### config.mk
export PLATFORM = sky130hd
export DESIGN_NAME = decodeTop
export DESIGN_NICKNAME = d
export VERILOG_FILES = /design/src/rtl/isaPkg.sv /design/src/rtl/decodePkg.sv /design/src/rtl/apbFrontend.sv /design/src/rtl/decodeReadout.sv /design/src/rtl/decodeTop.sv /design/src/rtl/instrDecoder.sv /design/src/rtl/syncFifo.sv
export VERILOG_INCLUDE_DIRS = /design/src /design/src/rtl
export SDC_FILE = /design/constraint.sdc
export NUM_CORES = 1
export LEC_CHECK = 0
export BUFFER_PORTS_ARGS = -buffer_cell sky130_fd_sc_hd__buf_2
export CAP_MARGIN = 5
export CORE_MARGIN = 5
export CORE_UTILIZATION = 40
export DETAILED_ROUTE_END_ITERATION = 8
export PLACE_DENSITY = 0.54
export SLEW_MARGIN = 0
export SYNTH_ARGS = -nofsm -noshare
export SYNTH_HDL_FRONTEND = slang
export SYNTH_SLANG_ARGS = --single-unit
### constraint.sdc
create_clock -name clk -period 6.15 [get_ports clk]
set_input_delay 0.615 -clock clk [delete_from_list [all_inputs] [get_ports clk]]
set_output_delay 0.615 -clock clk [all_outputs]
set_load 0.01 [all_outputs]
### src/rtl/decode_params.svh
`ifndef DECODE_PARAMS_SVH
`define DECODE_PARAMS_SVH

// Bus and instruction word width
`define DATA_WIDTH    32

// Queue depths
`define INSTR_DEPTH   4
`define RESULT_DEPTH  4

// APB register map, byte offsets
`define ADDR_INSTR    8'h00 // Write pushes an instruction
`define ADDR_STATUS   8'h04
`define ADDR_CTRL     8'h08
`define ADDR_FIELDS   8'h0C
`define ADDR_IMM      8'h10
`define ADDR_POP      8'h14 // Write pops the head result

`endif

### src/rtl/isaPkg.sv
`default_nettype none

// RV32I encodings recognized by the decoder
package isaPkg;

    // Major opcodes, instr[6:0]
    typedef enum logic [6:0] {
        OP_LOAD   = 7'b0000011,
        OP_IMM    = 7'b0010011,
        OP_STORE  = 7'b0100011,
        OP_R      = 7'b0110011,
        OP_BRANCH = 7'b1100011
    } opcodeT;

    // ALU operation class handed to execute
    typedef enum logic [1:0] {
        ALU_ADD   = 2'b00, // Address calculation
        ALU_SUB   = 2'b01, // Branch compare
        ALU_FUNCT = 2'b10  // Chosen later from funct3/funct7
    } aluOpT;

    // Memory access class
    typedef enum logic [1:0] {
        MEM_NONE  = 2'b00,
        MEM_STORE = 2'b01,
        MEM_LOAD  = 2'b10
    } memOpT;

endpackage

`default_nettype wire

### src/rtl/decodePkg.sv
`default_nettype none

// Decoded instruction format passed from decoder to readout
package decodePkg;

    import isaPkg::*;

    // Control bundle, regWrite is the MSB
    typedef struct packed {
        logic regWrite;
        logic aluSrc;
        logic branch;
        logic memRead;
        logic memWrite;
        logic memToReg;
    } ctrlT;

    typedef struct packed {
        logic [6:0]  opcode; // Raw, also kept for illegal opcodes
        logic [2:0]  funct3;
        logic [6:0]  funct7;
        logic [4:0]  rs1;
        logic [4:0]  rs2;
        logic [4:0]  rd;
        logic [31:0] imm;    // Sign-extended
        ctrlT        ctrl;
        aluOpT       aluOp;
        memOpT       memOp;
        logic        illegal;
    } decodedT;

endpackage

`default_nettype wire

### src/rtl/apbFrontend.sv
`timescale 1ns/1ps
`default_nettype none

`include "decode_params.svh"

module apbFrontend (
    input  logic                   clk,
    input  logic                   rstN,
    input  logic                   psel,
    input  logic                   penable,
    input  logic                   pwrite,
    input  logic [7:0]             paddr,
    input  logic [`DATA_WIDTH-1:0] pwdata,
    output logic [`DATA_WIDTH-1:0] prdata,
    output logic                   pslverr,
    output logic                   pushValid,
    output logic [`DATA_WIDTH-1:0] pushData,
    input  logic                   instrFull,
    output logic                   popRes,
    input  logic                   resAvail,
    input  logic [`DATA_WIDTH-1:0] ctrlWord,
    input  logic [`DATA_WIDTH-1:0] fieldsWord,
    input  logic [`DATA_WIDTH-1:0] immWord
);
    logic                   access;
    logic                   wrErr;
    logic                   rdErr;
    logic [`DATA_WIDTH-1:0] rdData;

    assign access = psel && penable; // Access phase, no wait states

    // Write side: only the two strobe registers accept writes
    always_comb begin
        case (paddr)
            `ADDR_INSTR: wrErr = instrFull;  // Dropped when queue is full
            `ADDR_POP:   wrErr = !resAvail;  // Nothing to pop
            default:     wrErr = 1'b1;
        endcase
    end

    // Read side: result words are only valid with an entry at the head
    always_comb begin
        rdData = '0;
        rdErr  = 1'b0;
        case (paddr)
            `ADDR_STATUS: rdData = {{(`DATA_WIDTH - 2){1'b0}}, instrFull, resAvail};
            `ADDR_CTRL: begin
                rdErr  = !resAvail;
                rdData = resAvail ? ctrlWord : '0;
            end
            `ADDR_FIELDS: begin
                rdErr  = !resAvail;
                rdData = resAvail ? fieldsWord : '0;
            end
            `ADDR_IMM: begin
                rdErr  = !resAvail;
                rdData = resAvail ? immWord : '0;
            end
            default: rdErr = 1'b1;
        endcase
    end

    always_ff @(posedge clk or negedge rstN) begin
        if (!rstN) begin
            prdata    <= '0;
            pslverr   <= 1'b0;
            pushValid <= 1'b0;
            popRes    <= 1'b0;
        end else begin
            pushValid <= access && pwrite && (paddr == `ADDR_INSTR) && !wrErr;
            popRes    <= access && pwrite && (paddr == `ADDR_POP) && !wrErr;
            if (access) begin // Held until the next transfer
                pslverr <= pwrite ? wrErr : rdErr;
                prdata  <= pwrite ? '0 : rdData;
            end
        end
    end

    always_ff @(posedge clk) begin
        if (access && pwrite) pushData <= pwdata;
    end

endmodule

`default_nettype wire

### src/rtl/decodeReadout.sv
`timescale 1ns/1ps
`default_nettype none

`include "decode_params.svh"

module decodeReadout import decodePkg::*; (
    input  logic                   clk,
    input  logic                   rstN,
    input  logic                   resValid,
    output logic                   resReady,
    input  decodedT                resData,
    input  logic                   popRes,
    output logic                   resAvail,
    output logic [`DATA_WIDTH-1:0] ctrlWord,
    output logic [`DATA_WIDTH-1:0] fieldsWord,
    output logic [`DATA_WIDTH-1:0] immWord
);
    decodedT head;

    syncFifo #(
        .DEPTH    (`RESULT_DEPTH),
        .payloadT (decodedT)
    ) resFifo (
        .clk      (clk),
        .rstN     (rstN),
        .inValid  (resValid),
        .inReady  (resReady), // Drops when full, stalls the decoder
        .inData   (resData),
        .outValid (resAvail),
        .outReady (popRes),
        .outData  (head),
        .full     ()
    );

    // Bit 0 upward: ctrl, aluOp, memOp, illegal
    assign ctrlWord = {{(`DATA_WIDTH - 11){1'b0}}, head.illegal, head.memOp,
                       head.aluOp, head.ctrl};

    // Same bit positions as the raw instruction word
    assign fieldsWord = {head.funct7, head.rs2, head.rs1, head.funct3,
                         head.rd, head.opcode};

    assign immWord = head.imm;

endmodule

`default_nettype wire

### src/rtl/decodeTop.sv
`timescale 1ns/1ps
`default_nettype none

`include "decode_params.svh"

module decodeTop import decodePkg::*; (
    input  logic                   clk,
    input  logic                   rstN,
    input  logic                   psel,
    input  logic                   penable,
    input  logic                   pwrite,
    input  logic [7:0]             paddr,
    input  logic [`DATA_WIDTH-1:0] pwdata,
    output logic [`DATA_WIDTH-1:0] prdata,
    output logic                   pslverr
);
    logic                   pushValid;
    logic [`DATA_WIDTH-1:0] pushData;
    logic                   instrFull;
    logic                   instrValid;
    logic                   instrReady;
    logic [`DATA_WIDTH-1:0] instrWord;
    logic                   resValid;
    logic                   resReady;
    decodedT                resData;
    logic                   popRes;
    logic                   resAvail;
    logic [`DATA_WIDTH-1:0] ctrlWord;
    logic [`DATA_WIDTH-1:0] fieldsWord;
    logic [`DATA_WIDTH-1:0] immWord;

    apbFrontend u_apb (
        .clk        (clk),
        .rstN       (rstN),
        .psel       (psel),
        .penable    (penable),
        .pwrite     (pwrite),
        .paddr      (paddr),
        .pwdata     (pwdata),
        .prdata     (prdata),
        .pslverr    (pslverr),
        .pushValid  (pushValid),
        .pushData   (pushData),
        .instrFull  (instrFull),
        .popRes     (popRes),
        .resAvail   (resAvail),
        .ctrlWord   (ctrlWord),
        .fieldsWord (fieldsWord),
        .immWord    (immWord)
    );

    // Input queue, fullness is judged by the frontend
    syncFifo #(
        .DEPTH    (`INSTR_DEPTH),
        .payloadT (logic [`DATA_WIDTH-1:0])
    ) u_instrFifo (
        .clk      (clk),
        .rstN     (rstN),
        .inValid  (pushValid),
        .inReady  (),
        .inData   (pushData),
        .outValid (instrValid),
        .outReady (instrReady),
        .outData  (instrWord),
        .full     (instrFull)
    );

    instrDecoder u_dec (
        .clk        (clk),
        .rstN       (rstN),
        .instrValid (instrValid),
        .instrReady (instrReady),
        .instrWord  (instrWord),
        .resValid   (resValid),
        .resReady   (resReady),
        .resData    (resData)
    );

    decodeReadout u_readout (
        .clk        (clk),
        .rstN       (rstN),
        .resValid   (resValid),
        .resReady   (resReady),
        .resData    (resData),
        .popRes     (popRes),
        .resAvail   (resAvail),
        .ctrlWord   (ctrlWord),
        .fieldsWord (fieldsWord),
        .immWord    (immWord)
    );

endmodule

`default_nettype wire

### src/rtl/instrDecoder.sv
`timescale 1ns/1ps
`default_nettype none

`include "decode_params.svh"

module instrDecoder
    import isaPkg::*;
    import decodePkg::*;
(
    input  logic                   clk,
    input  logic                   rstN,
    input  logic                   instrValid,
    output logic                   instrReady,
    input  logic [`DATA_WIDTH-1:0] instrWord,
    output logic                   resValid,
    input  logic                   resReady,
    output decodedT                resData
);
    opcodeT      opc;
    decodedT     dec;
    logic [31:0] immI;
    logic [31:0] immS;
    logic [31:0] immB;

    // Immediate formats, all sign-extended from instr[31]
    assign immI = {{20{instrWord[31]}}, instrWord[31:20]};
    assign immS = {{20{instrWord[31]}}, instrWord[31:25], instrWord[11:7]};
    assign immB = {{19{instrWord[31]}}, instrWord[31], instrWord[7],
                   instrWord[30:25], instrWord[11:8], 1'b0};

    always_comb begin
        opc        = opcodeT'(instrWord[6:0]);
        dec        = '0;
        dec.opcode = instrWord[6:0];
        dec.funct3 = instrWord[14:12];
        dec.funct7 = instrWord[31:25];
        dec.rs1    = instrWord[19:15];
        dec.rs2    = instrWord[24:20];
        dec.rd     = instrWord[11:7];
        // ctrl order: regWrite aluSrc branch memRead memWrite memToReg
        case (opc)
            OP_R: begin
                dec.ctrl  = 6'b100000;
                dec.aluOp = ALU_FUNCT;
            end
            OP_IMM: begin
                dec.ctrl  = 6'b110000;
                dec.aluOp = ALU_FUNCT;
                dec.imm   = immI;
            end
            OP_LOAD: begin
                dec.ctrl  = 6'b110101;
                dec.aluOp = ALU_ADD;
                dec.memOp = MEM_LOAD;
                dec.imm   = immI;
            end
            OP_STORE: begin
                dec.ctrl  = 6'b010010;
                dec.aluOp = ALU_ADD;
                dec.memOp = MEM_STORE;
                dec.imm   = immS;
            end
            OP_BRANCH: begin
                dec.ctrl  = 6'b001000;
                dec.aluOp = ALU_SUB;
                dec.imm   = immB;
            end
            default: dec.illegal = 1'b1; // Controls and imm stay zero
        endcase
    end

    // Single pipeline slot, accepts when empty or draining
    assign instrReady = !resValid || resReady;

    always_ff @(posedge clk or negedge rstN) begin
        if (!rstN) begin
            resValid <= 1'b0;
        end else if (instrReady) begin
            resValid <= instrValid;
        end
    end

    always_ff @(posedge clk) begin
        if (instrValid && instrReady) resData <= dec;
    end

endmodule

`default_nettype wire

### src/rtl/syncFifo.sv
`timescale 1ns/1ps
`default_nettype none

module syncFifo #(
    parameter int  DEPTH    = 4,
    parameter type payloadT = logic [31:0]
) (
    input  logic    clk,
    input  logic    rstN,
    input  logic    inValid,
    output logic    inReady,
    input  payloadT inData,
    output logic    outValid,
    input  logic    outReady,
    output payloadT outData,
    output logic    full
);
    localparam int PTR_W = (DEPTH > 1) ? $clog2(DEPTH) : 1;
    localparam int CNT_W = $clog2(DEPTH + 1);

    payloadT          mem [DEPTH];
    logic [PTR_W-1:0] wrPtr;
    logic [PTR_W-1:0] rdPtr;
    logic [CNT_W-1:0] count;
    logic             doPush;
    logic             doPop;

    // Wraps at DEPTH so non-power-of-two depths work
    function automatic logic [PTR_W-1:0] nextPtr(input logic [PTR_W-1:0] ptr);
        nextPtr = (ptr == PTR_W'(DEPTH - 1)) ? '0 : ptr + 1'b1;
    endfunction

    assign full     = (count == CNT_W'(DEPTH));
    assign inReady  = !full;
    assign outValid = (count != '0);
    assign outData  = mem[rdPtr]; // Head is visible without a read strobe
    assign doPush   = inValid && inReady;
    assign doPop    = outValid && outReady;

    always_ff @(posedge clk or negedge rstN) begin
        if (!rstN) begin
            wrPtr <= '0;
            rdPtr <= '0;
            count <= '0;
        end else begin
            if (doPush) wrPtr <= nextPtr(wrPtr);
            if (doPop) rdPtr <= nextPtr(rdPtr);
            case ({doPush, doPop})
                2'b10:   count <= count + 1'b1;
                2'b01:   count <= count - 1'b1;
                default: count <= count; // Idle, or push and pop together
            endcase
        end
    end

    always_ff @(posedge clk) begin
        if (doPush) mem[wrPtr] <= inData;
    end

endmodule

`default_nettype wire
==> impl_metrics.py <==
metrics = {
    "routing": {
        "routedWlPerCell_um": 21.7,
        "dr_wl_met3_um": 1460,
        "drc": 0,
        "wl_um": 34500,
        "top_layer": "met4",
        "drt_pass1_iterations": 5,
        "wl_met2_um": 16100,
        "drt_iter0_drc": 650,
        "vias": 8112,
        "via_per_inst": 5.10,
        "drtAntennaViolNets": 0,
        "met1_length_um": 16100,
    },
    "place": {
        "pre_cts_ws_ns": 3.03,
        "gp_congestion": 0.730,
        "port_buffers": 77,
        "place_inst": 1496,
        "placed_area_um2": 19100,
        "dp_hpwl_um": 20700,
    },
    "global_routing": {
        "overflow": 0,
        "grt_start_max_net_pins": 58,
        "track_usage": 0.142,
        "antenna_found_initial": 1,
        "grt_pass1_wl_um": 54100,
        "grt_pass1_vias": 8673,
    },
    "yosys": {
        "synth.distinct_cells": 63,
        "avgSynthCellArea_um2": 21.2,
        "ys_seq_area_frac": 0.786,
        "synth-edff-count": 430,
        "synth_cells": 850,
        "async_flop_share": 0.104,
        "syn_area_um2": 18000,
        "synth-main-ff-cell": "edfxtp_1",
        "synth_fp_nets": 909,
        "ys_seq_elements": 480,
        "yosys_warnings": 0,
    },
    "timing": {
        "hold_viol": 0,
        "skew_ns": 0.0122,
        "fin_hold_ws_ns": 0.174,
        "setup_slack_ns": 3.17,
        "drv_slew": 0,
        "fin_crit_sh": 0.485,
        "relSlewSlack": 0.174,
        "max_freq_mhz": 335,
        "rsz0062_at_grt": "no",
        "tightest_slew_ns": 1.24,
        "fin_setup_tns_ns": 0,
        "finalCriticalPeriod_ns": 2.98,
        "setup_violations": 0,
    },
    "floorplanning": {
        "die_area_um2": 49400,
        "die_x_um": 222,
        "io_pins": 78,
        "die_height_um": 222,
        "num_rows": 77,
        "core_um2": 44400,
        "floorplan.initialDensity": 0.406,
    },
    "flow_run": {
        "maxCapViolations": 0,
    },
    "layout": {
        "syn_to_final_growth_pct": 15.4,
        "final_cells": 1591,
        "final_cell_mix": "430 x edfxtp_1, 84 x mux4_2, 77 x buf_2",
        "fillers": 3682,
        "final_area_um2": 20800,
        "drive_gt1_frac": 0.288,
        "layout.nets": 1016,
        "num_antenna_cells": 0,
        "post-route-util": 0.468,
        "final_common_cell": "edfxtp_1",
    },
    "clock_tree": {
        "path_clk_slew_ns": 0.06,
        "numCtsBuffers": 51,
        "clk_latency_ns": 0.58,
        "cts_hold_buf": 0,
        "cts_setup_buffers": 0,
        "cts_sinks": 480,
        "clock_path_buffers": 3,
        "clock-root-buffer": "clkbuf_16",
        "htreeDepth": 2,
        "cts_tree": "yes",
        "cts_resized": 0,
    },
    "worst_setup_path": {
        "cpPeakStageDelay_ns": 0.85,
        "cp_max_fo": 18,
        "critical-path-slowest-cell": "dfrtp_1",
        "worst-setup-path-type": "flip-flop to flip-flop",
        "worst_ep_arrival_time_ns": 3.32,
        "endpoint_kind": "flip-flop",
        "start_kind": "flip-flop",
        "cp.required_ns": 6.48,
        "path_cells": "buf_4 -> mux4_1 -> nor2b_1 -> inv_1 -> a21o_1",
    },
    "power_and_ir_drop": {
        "leakage_nw": 7.21,
        "finalPower_mw": 9.82,
        "irDropWorstVdd_v": 0.000225,
        "p_per_area_nw_per_um2": 472,
    },
    "outcome": {
        "outcome": "finished clean",
    },
    "min_path": {
        "hold_path_class": "input pin to asynchronous set/reset pin",
    },
}
metal layers:
layer	vias to the layer above	GRT usage
li1	3675	-
met1	4235	0.208
met2	148	0.218
met3	54	0.0289
met4	0	0.0370
met5	-	0
synthesized netlist by cell type (all sizes together) (2+ instances only):
master     n  area share
ha        12      0.0083
a221o      2      0.0011
xor2       4      0.0019
o31ai      2     0.00083
edfxtp   430        0.72
nand3      2     0.00056
a32o       2      0.0011
nor4       2      0.0019
clkbuf    15      0.0031
mux4      87        0.11
xnor2      2     0.00097
nor3      12      0.0042
and2       4      0.0014
nor2      20      0.0047
buf       23      0.0078
or2        2     0.00069
mux2       5      0.0031
dfrtp     50       0.069
o21ai     33      0.0092
mux2i      8      0.0044
a22oi     10      0.0042
nand2     12      0.0025
or4        3      0.0012
a21oi      3      0.0010
inv       36      0.0075
nand4bb    2      0.0012
fa         2      0.0022
nor2b     11      0.0047
or4b       2      0.0011
a22o      20      0.0097
a21o       3      0.0012
nand2b     3      0.0010
a32oi      4      0.0019
and3       5      0.0017
final cells by class:
class	count	area, um2	area share
clock buffers	59	1310	0.0628
clock inverters	36	382	0.0183
inverters	36	135	0.00650
repair buffers	92	498	0.0239
flip-flops and latches	480	14200	0.681
multi-input cells	296	3570	0.172
well taps	592	741	0.0356
report_power, final:
| part | switching, mW | internal [mW] |
|---|---|---|
| Clock | 1.23 | 1.82 |
| Combinational | 0.998 | 0.585 |
| Sequential | 0.376 | 4.81 |
| Total | 2.61 | 7.22 |
critical path: cells and delay by family (launching register included):
family	cells	cell delay, ns
and+or+nand+nor	1	0.56
muxes	1	0.52
buffers and inverters	2	0.59
DFF	1	0.85
AOI/OAI and AO/OA	1	0.22
cells by family after synthesis:
group / share of synthesized area
adders and majority gates: 0.0106
and+or+nand+nor: 0.0305
buffers and inverters: 0.0184
xor gates and xnor gates: 0.00292
DFF: 0.786
AOI/OAI and AO/OA: 0.0350
muxes: 0.117
path summary, 6_finish.rpt:
check	from	end	slack, ns	depth (start not counted)
max in group asynchronous	rstN	u_instrFifo.rdPtr[0]$_DFFE_PN0P_	5.45	2
hold / removal	rstN	u_apb.prdata[8]$_DFFE_PN0P_	0.17	2
setup reg to reg	u_instrFifo.rdPtr[1]$_DFFE_PN0P_	u_dec.resData[0]$_DFFE_PP_	3.17	5
setup / recovery	u_instrFifo.rdPtr[1]$_DFFE_PN0P_	u_dec.resData[0]$_DFFE_PP_	3.17	5
hold reg to reg	u_dec.resData[67]$_DFFE_PP_	u_readout.resFifo.mem[1][67]$_DFFE_PP_	0.49	0
min in group clk	pwdata[28]	u_apb.pushData[28]$_DFFE_PP_	0.21	1
sequential cells by signal, indices dropped and copies added (netlist names):
name	flops
u_readout.resFifo.wrPtr	2
u_dec.resData	54
u_instrFifo.rdPtr	2
u_instrFifo.mem	128
u_apb.pushData	32
u_apb.prdata	32
u_instrFifo.wrPtr	2
u_apb.pslverr	1
u_instrFifo.count	3
u_apb.popRes	1
u_dec.resValid	1
u_readout.resFifo.count	3
u_readout.resFifo.rdPtr	2
u_apb.pushValid	1
u_readout.resFifo.mem	216
(Power assumes the default switching activity.)
